--- src/rtl/axis_upsizer_pkg.sv ---
// upsizer package: stream widths, packing ratio, fifo depth, vector types, slot state enum
`default_nettype none

package axis_upsizer_pkg;

  // --------------------
  // widths and ratio

  // input beat width
  localparam int byte_w = 8;
  // output beat width
  localparam int word_w = 32;
  // input beats per output beat
  localparam int upsize_ratio = 4;
  // enough bits to count upsize_ratio lanes
  localparam int lane_idx_w = 2;

  // --------------------
  // word fifo sizing

  localparam int fifo_depth = 16;
  // pointer must address every entry
  localparam int fifo_ptr_w = 4;

  // --------------------
  // vector types

  typedef logic [byte_w-1:0] byte_t;
  typedef logic [word_w-1:0] word_t;
  // stream identifier and routing destination
  typedef logic [7:0] tid_t;
  typedef logic [7:0] tdest_t;
  // lane counter, upsize_ratio-1 is the msb lane
  typedef logic [lane_idx_w-1:0] lane_idx_t;

  // packer output slot, holds one finished word
  typedef enum logic {
    slot_empty = 1'b0,
    slot_full  = 1'b1
  } slot_state_e;

endpackage

`default_nettype wire
--- src/rtl/word_stream_if.sv ---
// word stream interface: one 32-bit word with tid, tdest, tlast and valid/ready handshake
`timescale 1ns/1ps
`default_nettype none

interface word_stream_if;

  import axis_upsizer_pkg::*;

  // payload and sideband
  word_t  tdata;
  tid_t   tid;
  tdest_t tdest;
  logic   tlast;
  // handshake, a word moves when both are high at the edge
  logic   tvalid;
  logic   tready;

  // word producer, fields held stable while tvalid waits for tready
  modport src (
    output tdata, tid, tdest, tlast, tvalid,
    input  tready
  );

  // word consumer
  modport snk (
    input  tdata, tid, tdest, tlast, tvalid,
    output tready
  );

endinterface

`default_nettype wire

--- src/rtl/axis_upsizer.sv ---
// axi stream 8 to 32 bit upsizer top: byte packer, word interface and word fifo
`timescale 1ns/1ps
`default_nettype none

module axis_upsizer (
  input  logic                     s_axis_aclk,
  input  logic                     s_axis_arstn,

  // --------------------
  // byte stream in

  // payload, first byte of a word ends in bits 31:24
  input  axis_upsizer_pkg::byte_t  s_axis_tdata,
  // sideband, taken from the fourth byte of each word
  input  axis_upsizer_pkg::tid_t   s_axis_tid,
  input  axis_upsizer_pkg::tdest_t s_axis_tdest,
  input  logic                     s_axis_tvalid,
  // only legal on the fourth byte of a word
  input  logic                     s_axis_tlast,
  output logic                     s_axis_tready,

  // --------------------
  // word stream out

  output axis_upsizer_pkg::word_t  m_axis_tdata,
  output axis_upsizer_pkg::tid_t   m_axis_tid,
  output axis_upsizer_pkg::tdest_t m_axis_tdest,
  output logic                     m_axis_tvalid,
  output logic                     m_axis_tlast,
  input  logic                     m_axis_tready
);

  // packer to fifo word link
  word_stream_if u_words ();

  // stage 1, four bytes into one word slot
  byte_packer u_packer (
    .s_axis_aclk   (s_axis_aclk),
    .s_axis_arstn  (s_axis_arstn),
    .byte_in_data  (s_axis_tdata),
    .byte_in_tid   (s_axis_tid),
    .byte_in_tdest (s_axis_tdest),
    .byte_in_valid (s_axis_tvalid),
    .byte_in_last  (s_axis_tlast),
    .byte_in_ready (s_axis_tready),
    .words         (u_words.src)
  );

  // stage 2, buffering so input keeps flowing while the output stalls
  word_fifo #(
    .depth (axis_upsizer_pkg::fifo_depth)
  ) u_fifo (
    .s_axis_aclk   (s_axis_aclk),
    .s_axis_arstn  (s_axis_arstn),
    .words         (u_words.snk),
    .m_axis_tdata  (m_axis_tdata),
    .m_axis_tid    (m_axis_tid),
    .m_axis_tdest  (m_axis_tdest),
    .m_axis_tlast  (m_axis_tlast),
    .m_axis_tvalid (m_axis_tvalid),
    .m_axis_tready (m_axis_tready)
  );

endmodule

`default_nettype wire

--- src/rtl/word_fifo.sv ---
// stage 2 word fifo: circular buffer of words with sideband, head drives the m_axis outputs
`timescale 1ns/1ps
`default_nettype none

module word_fifo #(
  parameter int depth = axis_upsizer_pkg::fifo_depth
) (
  input  logic                     s_axis_aclk,
  input  logic                     s_axis_arstn,
  // words from the packer
  word_stream_if.snk               words,
  // axi stream master side
  output axis_upsizer_pkg::word_t  m_axis_tdata,
  output axis_upsizer_pkg::tid_t   m_axis_tid,
  output axis_upsizer_pkg::tdest_t m_axis_tdest,
  output logic                     m_axis_tlast,
  output logic                     m_axis_tvalid,
  input  logic                     m_axis_tready
);

  import axis_upsizer_pkg::*;

  // --------------------
  // storage

  word_t  mem_data  [depth];
  tid_t   mem_tid   [depth];
  tdest_t mem_tdest [depth];
  logic   mem_last  [depth];

  // --------------------
  // control

  logic [fifo_ptr_w-1:0] wr_ptr;
  logic [fifo_ptr_w-1:0] rd_ptr;
  // entries held, 0 to depth
  logic [fifo_ptr_w:0]   count;
  // an entry was written at the last edge and is not yet at the head
  logic                  fresh_write;
  logic                  full;
  logic                  wr_en;
  logic                  pop;

  assign full  = (count == (fifo_ptr_w + 1)'(depth));
  assign wr_en = words.tvalid && !full;
  assign pop   = m_axis_tvalid && m_axis_tready;

  // back-pressure to the packer
  assign words.tready = !full;

  // write side, payload only
  always_ff @(posedge s_axis_aclk) begin
    if (wr_en) begin
      mem_data[wr_ptr]  <= words.tdata;
      mem_tid[wr_ptr]   <= words.tid;
      mem_tdest[wr_ptr] <= words.tdest;
      mem_last[wr_ptr]  <= words.tlast;
    end
  end

  // pointers wrap at depth-1 so any depth up to 2**fifo_ptr_w works
  always_ff @(posedge s_axis_aclk) begin
    if (!s_axis_arstn) begin
      wr_ptr      <= '0;
      rd_ptr      <= '0;
      count       <= '0;
      fresh_write <= 1'b0;
    end else begin
      fresh_write <= wr_en;
      if (wr_en) begin
        wr_ptr <= (wr_ptr == fifo_ptr_w'(depth - 1)) ? '0 : wr_ptr + 1'b1;
      end
      if (pop) begin
        rd_ptr <= (rd_ptr == fifo_ptr_w'(depth - 1)) ? '0 : rd_ptr + 1'b1;
      end
      // write and pop together leave the count alone
      case ({wr_en, pop})
        2'b10:   count <= count + 1'b1;
        2'b01:   count <= count - 1'b1;
        default: count <= count;
      endcase
    end
  end

  // --------------------
  // head of the queue

  // the newest entry shows one cycle after its write
  // any older entry is already visible
  assign m_axis_tvalid = (count > {{fifo_ptr_w{1'b0}}, fresh_write});
  assign m_axis_tdata  = mem_data[rd_ptr];
  assign m_axis_tid    = mem_tid[rd_ptr];
  assign m_axis_tdest  = mem_tdest[rd_ptr];
  assign m_axis_tlast  = mem_last[rd_ptr];

  // --------------------
  // checks

  // a full fifo takes no word at the next edge
  a_no_write_full : assert property (
    @(posedge s_axis_aclk) disable iff (!s_axis_arstn)
    full |=> $stable(wr_ptr)
  ) else $error("word_fifo: write while full");

  // an empty fifo is never popped
  a_no_pop_empty : assert property (
    @(posedge s_axis_aclk) disable iff (!s_axis_arstn)
    (count == '0) |=> $stable(rd_ptr)
  ) else $error("word_fifo: pop while empty");

  a_count_range : assert property (
    @(posedge s_axis_aclk) disable iff (!s_axis_arstn)
    count <= (fifo_ptr_w + 1)'(depth)
  ) else $error("word_fifo: occupancy above depth");

endmodule

`default_nettype wire

--- src/rtl/byte_packer.sv ---
// stage 1 byte packer: lane counter, lane register and output word slot with handshake
`timescale 1ns/1ps
`default_nettype none

module byte_packer (
  input  logic                     s_axis_aclk,
  input  logic                     s_axis_arstn,
  // byte stream in
  input  axis_upsizer_pkg::byte_t  byte_in_data,
  input  axis_upsizer_pkg::tid_t   byte_in_tid,
  input  axis_upsizer_pkg::tdest_t byte_in_tdest,
  input  logic                     byte_in_valid,
  input  logic                     byte_in_last,
  output logic                     byte_in_ready,
  // finished words out
  word_stream_if.src               words
);

  import axis_upsizer_pkg::*;

  // --------------------
  // lane tracking

  // lane that the next accepted byte goes to
  lane_idx_t lane_idx;
  // next byte completes the word
  logic      last_lane;
  // byte handshake this cycle
  logic      byte_fire;
  // first three bytes of the word in progress, oldest byte on top
  logic [word_w-byte_w-1:0] lane_reg;

  // --------------------
  // output slot

  slot_state_e slot_state;
  word_t       slot_data;
  tid_t        slot_tid;
  tdest_t      slot_tdest;
  logic        slot_last;
  // fifo takes the slot word this cycle
  logic        slot_take;

  assign last_lane = (lane_idx == '0);
  assign byte_fire = byte_in_valid && byte_in_ready;
  assign slot_take = words.tvalid && words.tready;

  // accept while the slot is free or being drained in this cycle
  // held low during reset
  assign byte_in_ready = s_axis_arstn && ((slot_state == slot_empty) || words.tready);

  // lane counter, counts down from the msb lane and wraps on the fourth byte
  always_ff @(posedge s_axis_aclk) begin
    if (!s_axis_arstn) begin
      lane_idx <= lane_idx_t'(upsize_ratio - 1);
    end else if (byte_fire) begin
      if (last_lane) begin
        lane_idx <= lane_idx_t'(upsize_ratio - 1);
      end else begin
        lane_idx <= lane_idx - 1'b1;
      end
    end
  end

  // shift the early bytes up so the first one ends at the top
  // after a reset the stale bytes fall out before the next word completes
  always_ff @(posedge s_axis_aclk) begin
    if (byte_fire && !last_lane) begin
      lane_reg <= {lane_reg[word_w-2*byte_w-1:0], byte_in_data};
    end
  end

  // slot state
  // a new word may land in the same cycle the old one leaves
  always_ff @(posedge s_axis_aclk) begin
    if (!s_axis_arstn) begin
      slot_state <= slot_empty;
    end else if (byte_fire && last_lane) begin
      slot_state <= slot_full;
    end else if (slot_take) begin
      slot_state <= slot_empty;
    end
  end

  // slot payload, sideband comes from the fourth byte
  always_ff @(posedge s_axis_aclk) begin
    if (byte_fire && last_lane) begin
      slot_data  <= {lane_reg, byte_in_data};
      slot_tid   <= byte_in_tid;
      slot_tdest <= byte_in_tdest;
      slot_last  <= byte_in_last;
    end
  end

  // --------------------
  // word stream out

  assign words.tvalid = (slot_state == slot_full);
  assign words.tdata  = slot_data;
  assign words.tid    = slot_tid;
  assign words.tdest  = slot_tdest;
  assign words.tlast  = slot_last;

  // --------------------
  // checks

  // packets must end on a word boundary
  a_last_in_final_lane : assert property (
    @(posedge s_axis_aclk) disable iff (!s_axis_arstn)
    (byte_fire && byte_in_last) |-> last_lane
  ) else $error("byte_packer: tlast accepted outside the final lane");

  // a word refused by the fifo must not change before it is taken
  a_slot_stable : assert property (
    @(posedge s_axis_aclk) disable iff (!s_axis_arstn)
    (words.tvalid && !words.tready) |=>
      (words.tvalid && $stable(words.tdata) && $stable(words.tid) &&
       $stable(words.tdest) && $stable(words.tlast))
  ) else $error("byte_packer: slot word changed while waiting");

endmodule

`default_nettype wire

--- config.mk ---
export PLATFORM = sky130hd
export DESIGN_NAME = axis_upsizer
export DESIGN_NICKNAME = d
export VERILOG_FILES = /design/src/rtl/axis_upsizer_pkg.sv /design/src/rtl/word_stream_if.sv /design/src/rtl/axis_upsizer.sv /design/src/rtl/word_fifo.sv /design/src/rtl/byte_packer.sv
export SDC_FILE = /design/constraint.sdc
export NUM_CORES = 1
export LEC_CHECK = 0
export ABC_AREA = 0
export BUFFER_PORTS_ARGS = -buffer_cell sky130_fd_sc_hd__buf_2
export CAP_MARGIN = 20
export CORE_UTILIZATION = 42
export CTS_CLUSTER_SIZE = 20
export DETAILED_ROUTE_END_ITERATION = 16
export SLEW_MARGIN = 10
export SYNTH_ARGS = -nofsm -noshare
export SYNTH_HDL_FRONTEND = slang
export SYNTH_SLANG_ARGS = --single-unit
--- constraint.sdc ---
create_clock -name s_axis_aclk -period 12.5 [get_ports s_axis_aclk]
set_input_delay 0 -clock s_axis_aclk [delete_from_list [all_inputs] [get_ports s_axis_aclk]]
set_output_delay 0 -clock s_axis_aclk [all_outputs]
set_load 0.03 [all_outputs]
==> reports/metrics.cfg, run 1 <==
[placed_design]
placed_cells=2480
numPortBuffers=79
place.gp.congestion=0.7255
dp_hpwl_mm=32.08

[worst_hold_path]
hold_path_end=u_packer.words.tdest[3]
worst_hold_startpoint=s_axis_tdest[3]
hp-class=in2reg
min_path_cells=2

[sta]
fmax_mhz=266.2
slew_headroom=0.2761
worstMarginPinSlew_ns=1.086
drv_slew=0
rsz0062_at_grt=no
finalSetupViolCount=0
fin_crit_ns=3.756
clock_skew_ns=0.02038
fin_setup_tns_ns=0
fin_crit_sh=0.3005
finalHoldViolations=0

[worst_setup_path]
r2r_slack_ns=9.42
critical_path_class=reg2out
start_kind=flip-flop
crit_arrival_ns=3.76
cp_max_fo=110
worstRegToRegCells=5
reg2reg_to=u_fifo.mem_tdest[6][6]
cp-end-kind=primary output
r2r_start=u_fifo.count[4]
crit_required_ns=12.50

[synthesis]
ys.flop_type=edfxtp_1
synth_cell_types=41
syn_inst=1415
synth_nets=1456
ys_seq_elements=878
synth_area_per_cell_um2=23.06
yosys_warnings=0
netlist_area_mm2=0.03263
synth_seq_area_share=0.8016
async_flop_share=0
synth-edff-count=857

[die]
core_mm2=0.07645
die-width_um=280.7
die_y_um=280.7
num_io_pins=80
die_area_mm2=0.07881
rows=101
initial_core_util=0.4268

[clocking]
cts_max_level=3
numCtsBuffers=92
cts_setup_buffers=0
cts_sinks=878
clockBufferDepth=3
tritoncts=built
cts_root_buf=clkbuf_16
clkTransAtPathRegs_ns=0.06
clk_latency_ns=0.64

[grt]
grt_antenna_before_repair=1
grt_max_degree=111
globalRouteOverflowTotal=0
grt_pass1_wl_mm=104.7
track_usage=0.1859
grt_pass1_vias=15830

[power_and_ir_drop]
static-leakage-power_nw=11.59
powerDensity_mw_per_mm2=155.3
power_mw=5.812
peakVddDrop_mv=0.1054

[drt]
vias=14980
drt_iter0_drc=1384
dr.pass1.iters=5
antenna_left=0
drc_errors=0
vias_per_cell=5.602
wirelength_mm=71.64
wl_per_cell_um=26.79

[status]
status=complete, no violations

[finish]
largest_reg_flops=512
fin_util=0.4896
syn2layout_area_growth_pct=14.73
num-nets-final=1615
ff_latch_area_mm2=0.02616
final_layout_size_suffix_gt1_frac=0.2721
final_cells=2674
nFillCells=6100
regMostFlops=u_fifo.mem_data
reg_top3=u_fifo.mem_data (512), u_fifo.mem_tdest (128), u_fifo.mem_tid (128)
multi_input_area_mm2=0.006215

[run]
maxCapViolCount=0

-- cells in the final DEF (no fill, tap or decap), types with 11 or more instances in the layout --
master	instances
nand2_1	66
a22oi_1	98
mux4_2	196
clkbuf_1	23
clkinv_1	22
dlygate4sd3_1	29
ha_1	11
buf_2	79
nor2_4	13
dfxtp_1	19
clkbuf_16	95
buf_4	25
clkinv_2	14
edfxtp_1	857
-- report_power, final --
group          switching [mW]  internal, mW  leakage, nW  total [mW]
registers             0.00758          3.19         7.88        3.20
clock network            1.08          1.47         1.37        2.55
logic                  0.0289        0.0288         2.33      0.0576
total                    1.12          4.69         11.6        5.81
-- what timing repair did --
action	4_1_cts	5_1_grt
resized for setup	0	0
endpoints found under the hold margin	54	0
hold buffers	29	0
-- metrics by stage --
stage / area [µm²] / setup slack [ns] / hold WS [ns]
2_1_floorplan: 32630 / 7.689 / 0.09887
3_3_place_gp: 34310 / 9.282 / 0.1764
3_5_place_dp: 34310 / 9.265 / 0.1781
4_1_cts: 37400 / 8.575 / 0.04451
5_1_grt: 37430 / 8.393 / 0.06646
6_report: 37430 / 8.744 / 0.06942
-- logic make-up (layout without fill, tap and decap cells) --
kind of cell,Yosys count,after routing,share of synthesized area
AO/OA/AOI/OAI,121,121,0.02723
XOR/XNOR,4,4,0.001074
adder cells (fa/ha/maj),12,12,0.004832
buffers and inverters,80,308,0.01235
flip-flops,878,878,0.8016
multiplexers,200,200,0.1365
other,0,1,0
AND/OR/NAND/NOR,120,120,0.01641
-- cell usage after synthesis (2+ instances only) --
| cell | instances | area share |
|---|---|---|
| edfxtp_1 | 857 | 0.79 |
| buf_4 | 9 | 0.0021 |
| mux4_2 | 196 | 0.14 |
| mux2i_1 | 4 | 0.0012 |
| nand2_1 | 66 | 0.0076 |
| o211ai_1 | 2 | 0.00046 |
| nand2b_1 | 5 | 0.00096 |
| clkbuf_1 | 38 | 0.0044 |
| buf_2 | 13 | 0.0020 |
| a31oi_1 | 2 | 0.00038 |
| nor3_1 | 6 | 0.00092 |
| xnor2_1 | 3 | 0.00081 |
| nor2_1 | 19 | 0.0022 |
| and2_1 | 7 | 0.0013 |
| o21ai_0 | 4 | 0.00061 |
| inv_1 | 10 | 0.0012 |
| a21oi_1 | 5 | 0.00077 |
| dfxtp_1 | 21 | 0.013 |
| a21boi_0 | 3 | 0.00069 |
| buf_1 | 3 | 0.00035 |
| buf_6 | 7 | 0.0024 |
| ha_1 | 11 | 0.0042 |
| nand3_1 | 5 | 0.00077 |
| nor2b_1 | 5 | 0.00096 |
| a22oi_1 | 98 | 0.023 |
-- worst max-delay path by stage --
stage                    start                    end  cells after the start
2_1_floorplan  u_fifo.count[4]  u_fifo.mem_data[7][0]                      4
3_3_place_gp         flip-flop       m_axis_tdata[11]                      5
3_5_place_dp         flip-flop        m_axis_tdata[3]                      5
4_1_cts              flip-flop        m_axis_tdata[3]                      5
5_1_grt              flip-flop       m_axis_tdata[13]                      5
6_report             flip-flop          m_axis_tid[7]                      5
-- routing by layer --
metal  up-vias  global-route usage  share of wire  routed length [µm]
li1       6315                   -              -                   -
met1      8111              0.2611           0.44               31310
met2       455              0.3020           0.49               34930
met3        99             0.02910          0.056                4001
met4         0             0.05380          0.019                1395
met5         -                   0              0                   0
-- worst max-delay path, cell delays in order, from the launching register on --
cell and delay, ns:
dfxtp_4 0.95, buf_12 0.66, mux4_2 0.60, a22oi_1 0.23
nand2_1 0.16, buf_2 0.21
-- cell type report --
type	count	share of cell area
clock buffer	118	0.06581
clock inverter	45	0.009191
inverter	10	0.001003
multi-input combinational	457	0.1660
antenna	1	0.00006685
timing repair buffer	135	0.02460
tap	1030	0.03443
sequential	878	0.6989
Note: power is estimated with default switching activity, not from simulation.
==> inputs of run 2 (changes only) <==
--- a/config.mk
+++ b/config.mk
@@ -5,7 +5,7 @@
 export SDC_FILE = /design/constraint.sdc
 export NUM_CORES = 1
 export LEC_CHECK = 0
-export ABC_AREA = 0
+export ABC_AREA = 1
 export BUFFER_PORTS_ARGS = -buffer_cell sky130_fd_sc_hd__buf_2
 export CAP_MARGIN = 20
 export CORE_UTILIZATION = 42
==> constraint.sdc (replaced) <==
create_clock -name s_axis_aclk -period 3.9 [get_ports s_axis_aclk]
set_input_delay 0 -clock s_axis_aclk [delete_from_list [all_inputs] [get_ports s_axis_aclk]]
set_output_delay 0 -clock s_axis_aclk [all_outputs]
set_load 0.03 [all_outputs]
==> reports/metrics.cfg, run 2 <==
[status]
status=complete, no violations

[grt]
grt_pass1_vias=21020
grt_max_degree=248
grt_antenna_before_repair=2
globalRouteOverflowTotal=0
track_usage=0.1983
grt_pass1_wl_mm=127.2

[finish]
syn2layout_area_growth_pct=12.97
reg_top3=u_fifo.mem_data (512), u_fifo.mem_tdest (128), u_fifo.mem_tid (128)
multi_input_area_mm2=0.007284
final_layout_size_suffix_gt1_frac=0.09193
num-nets-final=2899
regMostFlops=u_fifo.mem_data
fin_util=0.4801
final_cell_mix=edfxtp_1 (857), nand2_1 (441), nor2_1 (387), nand3_1 (304), inv_1 (190)
ff_latch_area_mm2=0.02617
layout_commonest_cell=edfxtp_1
largest_reg_flops=512
nFillCells=7075

[synthesis]
ys.flop_type=edfxtp_1
ys_seq_elements=878
yosysMostFrequentCell=edfxtp_1
synth_seq_area_share=0.7483
synth-adder-area-share=0.004511
async_flop_share=0
synth_cell_types=25
yosys_warnings=0
synth-edff-count=857
synth_top_cells_by_count=edfxtp_1 (857), nand2_1 (441), nor2_1 (402), nand3_1 (304), inv_1 (191)
synth-compound-area-share=0.06386
yosys.area.top_type=edfxtp_1
syn_inst=2777
synth_area_per_cell_um2=12.59
synth-xor-area-share=0.001002
netlist_area_mm2=0.03495
synth_area_leaders=edfxtp_1 (74%), nand2_1 (4.7%), nand3_1 (4.4%), nor2_1 (4.3%), o211ai_1 (3.3%)
synth-simple-area-share=0.1355
synth_top_family_by_area=simple AND/OR/NAND/NOR gates
yosys-mux-area-fraction=0
yosysTopAreaCellShare=0.7363
synth_nets=2818

[clocking]
clockBufferDepth=3
numCtsBuffers=90
tritoncts=built
cts_root_buf=clkbuf_16
cts_sinks=878
post_cts_resize_count=0
cts_max_level=3
clk_latency_ns=0.65
clkTransAtPathRegs_ns=0.06

[worst_setup_path]
cp-end-kind=primary output
path_cells=buf_12 > nor2_1 > nor2_1 > o21ai_0 > nand3_1 > nand3_1 > nand2_1 > buf_2
crit_required_ns=3.90
worst-path-buf-inv=2
critical_path_class=reg2out
start_kind=flip-flop
crit_slowest_cell=buf_12
crit_arrival_ns=3.01
cp_top_family=buffers and inverters
slowest_delay_ns=0.70
cp_max_fo=247

[sta]
finalSetupViolCount=0
drv_slew=0
fmax_mhz=331.8
clock_skew_ns=0.02338
fin_crit_sh=0.7728
fin_crit_ns=3.014
slew_headroom=0.2241
finalHoldViolations=0
worstMarginPinSlew_ns=1.164
fin_setup_tns_ns=0
rsz0062_at_grt=no

[placed_design]
numPortBuffers=79
dp_hpwl_mm=41.95
place.gp.congestion=0.7943

[die]
rows=105
num_io_pins=80
core_mm2=0.08224
die_area_mm2=0.08438
die_y_um=290.5
die-width_um=290.5
initial_core_util=0.4250

[drt]
drt_iter0_drc=2009
vias=21230
vias_per_cell=5.310
drc_errors=0
wl_per_cell_um=20.97
antenna_left=0
dr.pass1.iters=5
wirelength_mm=83.82

[power_and_ir_drop]
powerDensity_mw_per_mm2=625.8
peakVddDrop_mv=0.6900
static-leakage-power_nw=13.72

[worst_hold_path]
hp-class=in2reg

[run]
maxCapViolCount=0

-- run 2: worst paths after layout --
| kind | slack (ns) | depth (start not counted) | to | from |
|---|---|---|---|---|
| worst max-delay path | 0.89 | 8 | m_axis_tdata[13] | flip-flop |
| worst min-delay path | 0.08 | 2 | u_packer.words.tdest[3] | s_axis_tdest[3] |
| worst max register to register | 1.20 | 17 | u_fifo.count[4] | u_fifo.count[0] |
| worst min register to register | 0.43 | 0 | u_packer.words.tdata[28] | u_packer.lane_reg[20] |
-- run 2: repair_timing --
| item | 4_1_cts | 5_1_grt |
|---|---|---|
| setup buffers | 0 | 0 |
| hold endpoints to repair | 52 | 0 |
| hold buffers | 30 | 0 |
-- run 2: per-layer routing --
metal / vias to the layer above / part of all wire / global-route usage
li1: 9972 / - / -
met1: 10540 / 0.45 / 0.2766
met2: 565 / 0.48 / 0.3223
met3: 148 / 0.049 / 0.02845
met4: 0 / 0.027 / 0.06052
met5: - / 0 / 0
-- run 2: cell families (layout without fill, tap and decap cells) --
| family | count (synthesis) | count (layout) |
|---|---|---|
| AND/OR/NAND/NOR | 1156 | 1156 |
| flip-flops | 878 | 878 |
| AO/OA/AOI/OAI | 368 | 368 |
| buffers and inverters | 359 | 508 |
| adder cells (fa/ha/maj) | 12 | 12 |
| XOR/XNOR | 4 | 4 |
| other | 0 | 1 |
-- run 2: power by group --
part | leakage, nW | switching (mW) | internal, mW | total [mW]
Sequential | 7.88 | 0.0812 | 10.3 | 10.4
Clock | 1.34 | 3.47 | 4.61 | 8.08
Combinational | 4.50 | 4.38 | 1.89 | 6.27
-- run 2: area by class of cell --
cell class | count | share of cell area
Inverter | 194 | 0.01882
Tap cell | 1070 | 0.03391
Timing Repair Buffer | 154 | 0.03093
Clock buffer | 103 | 0.05827
Antenna cell | 1 | 0.00006338
Sequential cell | 878 | 0.6627
Clock inverter | 57 | 0.01087
Multi-Input combinational cell | 1540 | 0.1845
-- run 2: worst reg2reg max path, cell delays in order, from the launching register on --
cell and delay, ns:
dfxtp_1 0.39, inv_1 0.10, ha_1 0.29, inv_1 0.05, nand2_1 0.06, nand2_1 0.06
nor2_1 0.04, nor2_1 0.25, ha_1 0.38, inv_1 0.09, fa_1 0.44, inv_1 0.08
nand3_1 0.07, nand2_1 0.08, nand2_1 0.05, nand2_1 0.05, nand2_1 0.04, a21oi_1 0.11
-- run 2: metrics by stage --
stage          instances  hold slack [ns]  total power, mW  setup WS, ns  cell area, µm²
2_1_floorplan       2777          0.09887            15.43       -0.7179           34950
6_report            3997          0.08280            24.71        0.8860           39490
5_1_grt             3997          0.07169            25.93        0.7480           39490
4_1_cts             3996          0.05404            24.91        0.8629           39480
3_3_place_gp        3806           0.1795            16.74         1.291           36450
3_5_place_dp        3806           0.1793            16.86         1.218           36450
==> inputs of run 3 (changes only) <==
==> constraint.sdc (replaced) <==
create_clock -name s_axis_aclk -period 2.9 [get_ports s_axis_aclk]
set_input_delay 0 -clock s_axis_aclk [delete_from_list [all_inputs] [get_ports s_axis_aclk]]
set_output_delay 0 -clock s_axis_aclk [all_outputs]
set_load 0.03 [all_outputs]
==> reports/metrics.cfg, run 3 (synthesis results as in run 2) <==
[finish]
fin_util=0.4866
layout_commonest_cell=edfxtp_1
final_layout_size_suffix_gt1_frac=0.09912
num_antenna_cells=0
reg_top3=u_fifo.mem_data (512), u_fifo.mem_tdest (128), u_fifo.mem_tid (128)
nFillCells=7098
regMostFlops=u_fifo.mem_data
largest_reg_flops=512
stdcell_area_mm2=0.04002
ff_latch_area_mm2=0.02617
final_cell_mix=edfxtp_1 (857), nand2_1 (441), nor2_1 (387), nand3_1 (304), inv_1 (190)
num-nets-final=2916
syn2layout_area_growth_pct=14.51
multi_input_area_mm2=0.007316

[sta]
slew_headroom=0.4084
rsz0062_at_grt=no
finalHoldViolations=0
finalSetupViolCount=0
fin_crit_ns=2.706
fin_hold_ws_ns=0.09407
fin_crit_sh=0.9331
drv_slew=0
worstMarginPinSlew_ns=0.8873
layout_setup_ws_ns=0.1939
fmax_mhz=369.5
clock_skew_ns=0.01615

[power_and_ir_drop]
peakVddDrop_mv=0.5106
powerDensity_mw_per_mm2=849.8
static-leakage-power_nw=13.98
power_frac_clock=0.332
power.switching_mw=10.77
power_mw=34.01
p_int_mw=23.24
pwr-share-comb=0.257
seqPwrFrac=0.411
switching_share=0.3166

[status]
status=complete, no violations

[grt]
grt_pass1_wl_mm=129.5
grt_max_degree=113
globalRouteOverflowTotal=0
grt_pass1_vias=20760
track_usage=0.2028
grt_antenna_before_repair=0

[placed_design]
place.gp.congestion=0.7807
pre_cts_ws_ns=0.1516
numPortBuffers=79
place_area_mm2=0.03685
dp_hpwl_mm=42.89

[clocking]
tritoncts=built
clkTransAtPathRegs_ns=0.06
numCtsBuffers=89
cts_sinks=878
clockBufferDepth=3
clk_latency_ns=0.62
cts_root_buf=clkbuf_16
cts_max_level=3

[die]
die_area_mm2=0.08438
die-width_um=290.5
initial_core_util=0.4250
rows=105
die_y_um=290.5
num_io_pins=80
core_mm2=0.08224

[worst_setup_path]
crit_required_ns=2.90
critical_path_class=reg2out
r2r_slack_ns=0.20
r2r_start=u_fifo.count[0]
reg2reg_to=u_fifo.count[4]
cp-end-kind=primary output
worstRegToRegCells=17
crit_slowest_cell=buf_4
cp_top_family=buffers and inverters
crit_arrival_ns=2.71
path_cells=buf_4 > nor2_1 > nor2_1 > o21ai_0 > nand3_1 > nand3_1 > nand2_1 > buf_2
start_kind=flip-flop
slowest_delay_ns=0.60
worst-path-buf-inv=2
cp_max_fo=63

[drt]
wirelength_mm=86.15
wl_per_cell_um=21.45
drc_errors=0
drt_iter0_drc=2182
dr.pass1.iters=5
antenna_left=0
vias=21480
vias_per_cell=5.348

[run]
maxCapViolCount=0

[worst_hold_path]
hp-class=in2reg
worst_hold_startpoint=s_axis_tlast
min_path_cells=2
hold_path_end=u_packer.words.tlast

==> run 3: cell count changes in the layout (fill, tap and decap cells not counted), sizes merged, moves of 2 or more <==
cell / before / now
buf: 124 / 143
bufinv: 6 / 8
clkbuf: 103 / 118
clkinv: 46 / 30
==> run 3: power by group through the flow <==
stage / logic, mW / clock network [mW] / registers [mW]
floorplan: 6.61 / 0 / 14.1
global placement: 8.60 / 0 / 14.2
detailed placement: 8.73 / 0 / 14.2
CTS: 8.80 / 11.5 / 14.0
global route: 9.68 / 12.0 / 14.0
finish: 8.73 / 11.3 / 14.0
==> run 3: layout make-up <==
type,count,share of cell area
clock inverter,44,0.01041
timing repair buffer,172,0.03977
multi-input combinational,1540,0.1828
tap,1070,0.03345
sequential,878,0.6538
inverter,194,0.01857
clock buffer,118,0.06124
==> run 3: worst max-delay path by stage <==
stage	endpoint	cells after the start
2_1_floorplan	u_fifo.mem_data[0][0]	6
3_3_place_gp	u_fifo.count[4]	17
4_1_cts	u_fifo.count[4]	17
5_1_grt	u_fifo.count[4]	17
3_5_place_dp	u_fifo.count[4]	17
6_report	m_axis_tdata[6]	8
==> run 3: what timing repair did <==
item                                    in CTS  in global routing
setup buffers                                0                  0
endpoints found under the setup margin       0                  3
gates resized for setup                      0                  2
hold buffers                                29                  0
hold endpoints to repair                    52                  0
==> run 3: metal layers <==
layer	up-vias	global-route usage	routed length, µm
li1	10010	-	-
met1	10660	0.2831	38400
met2	701	0.3373	41720
met3	110	0.02715	4484
met4	0	0.04826	1552
met5	-	0	0
==> run 3: worst reg2reg max path, delay by kind of cell, from the launching register on <==
kind                       cells  cell delay [ns]
AOI/OAI and AO/OA              1             0.14
adders and majority gates      3             0.95
buffers and inverters          4             0.32
DFF                            1             0.41
and+or+nand+nor                9             0.82
==> run 3: stage by stage <==
stage                     cells  TNS, ns
after floorplan            2777  -292.16
after global placement     3825        0
after detailed placement   3825        0
after CTS                  4016        0
after global routing       4016        0
final                      4016        0
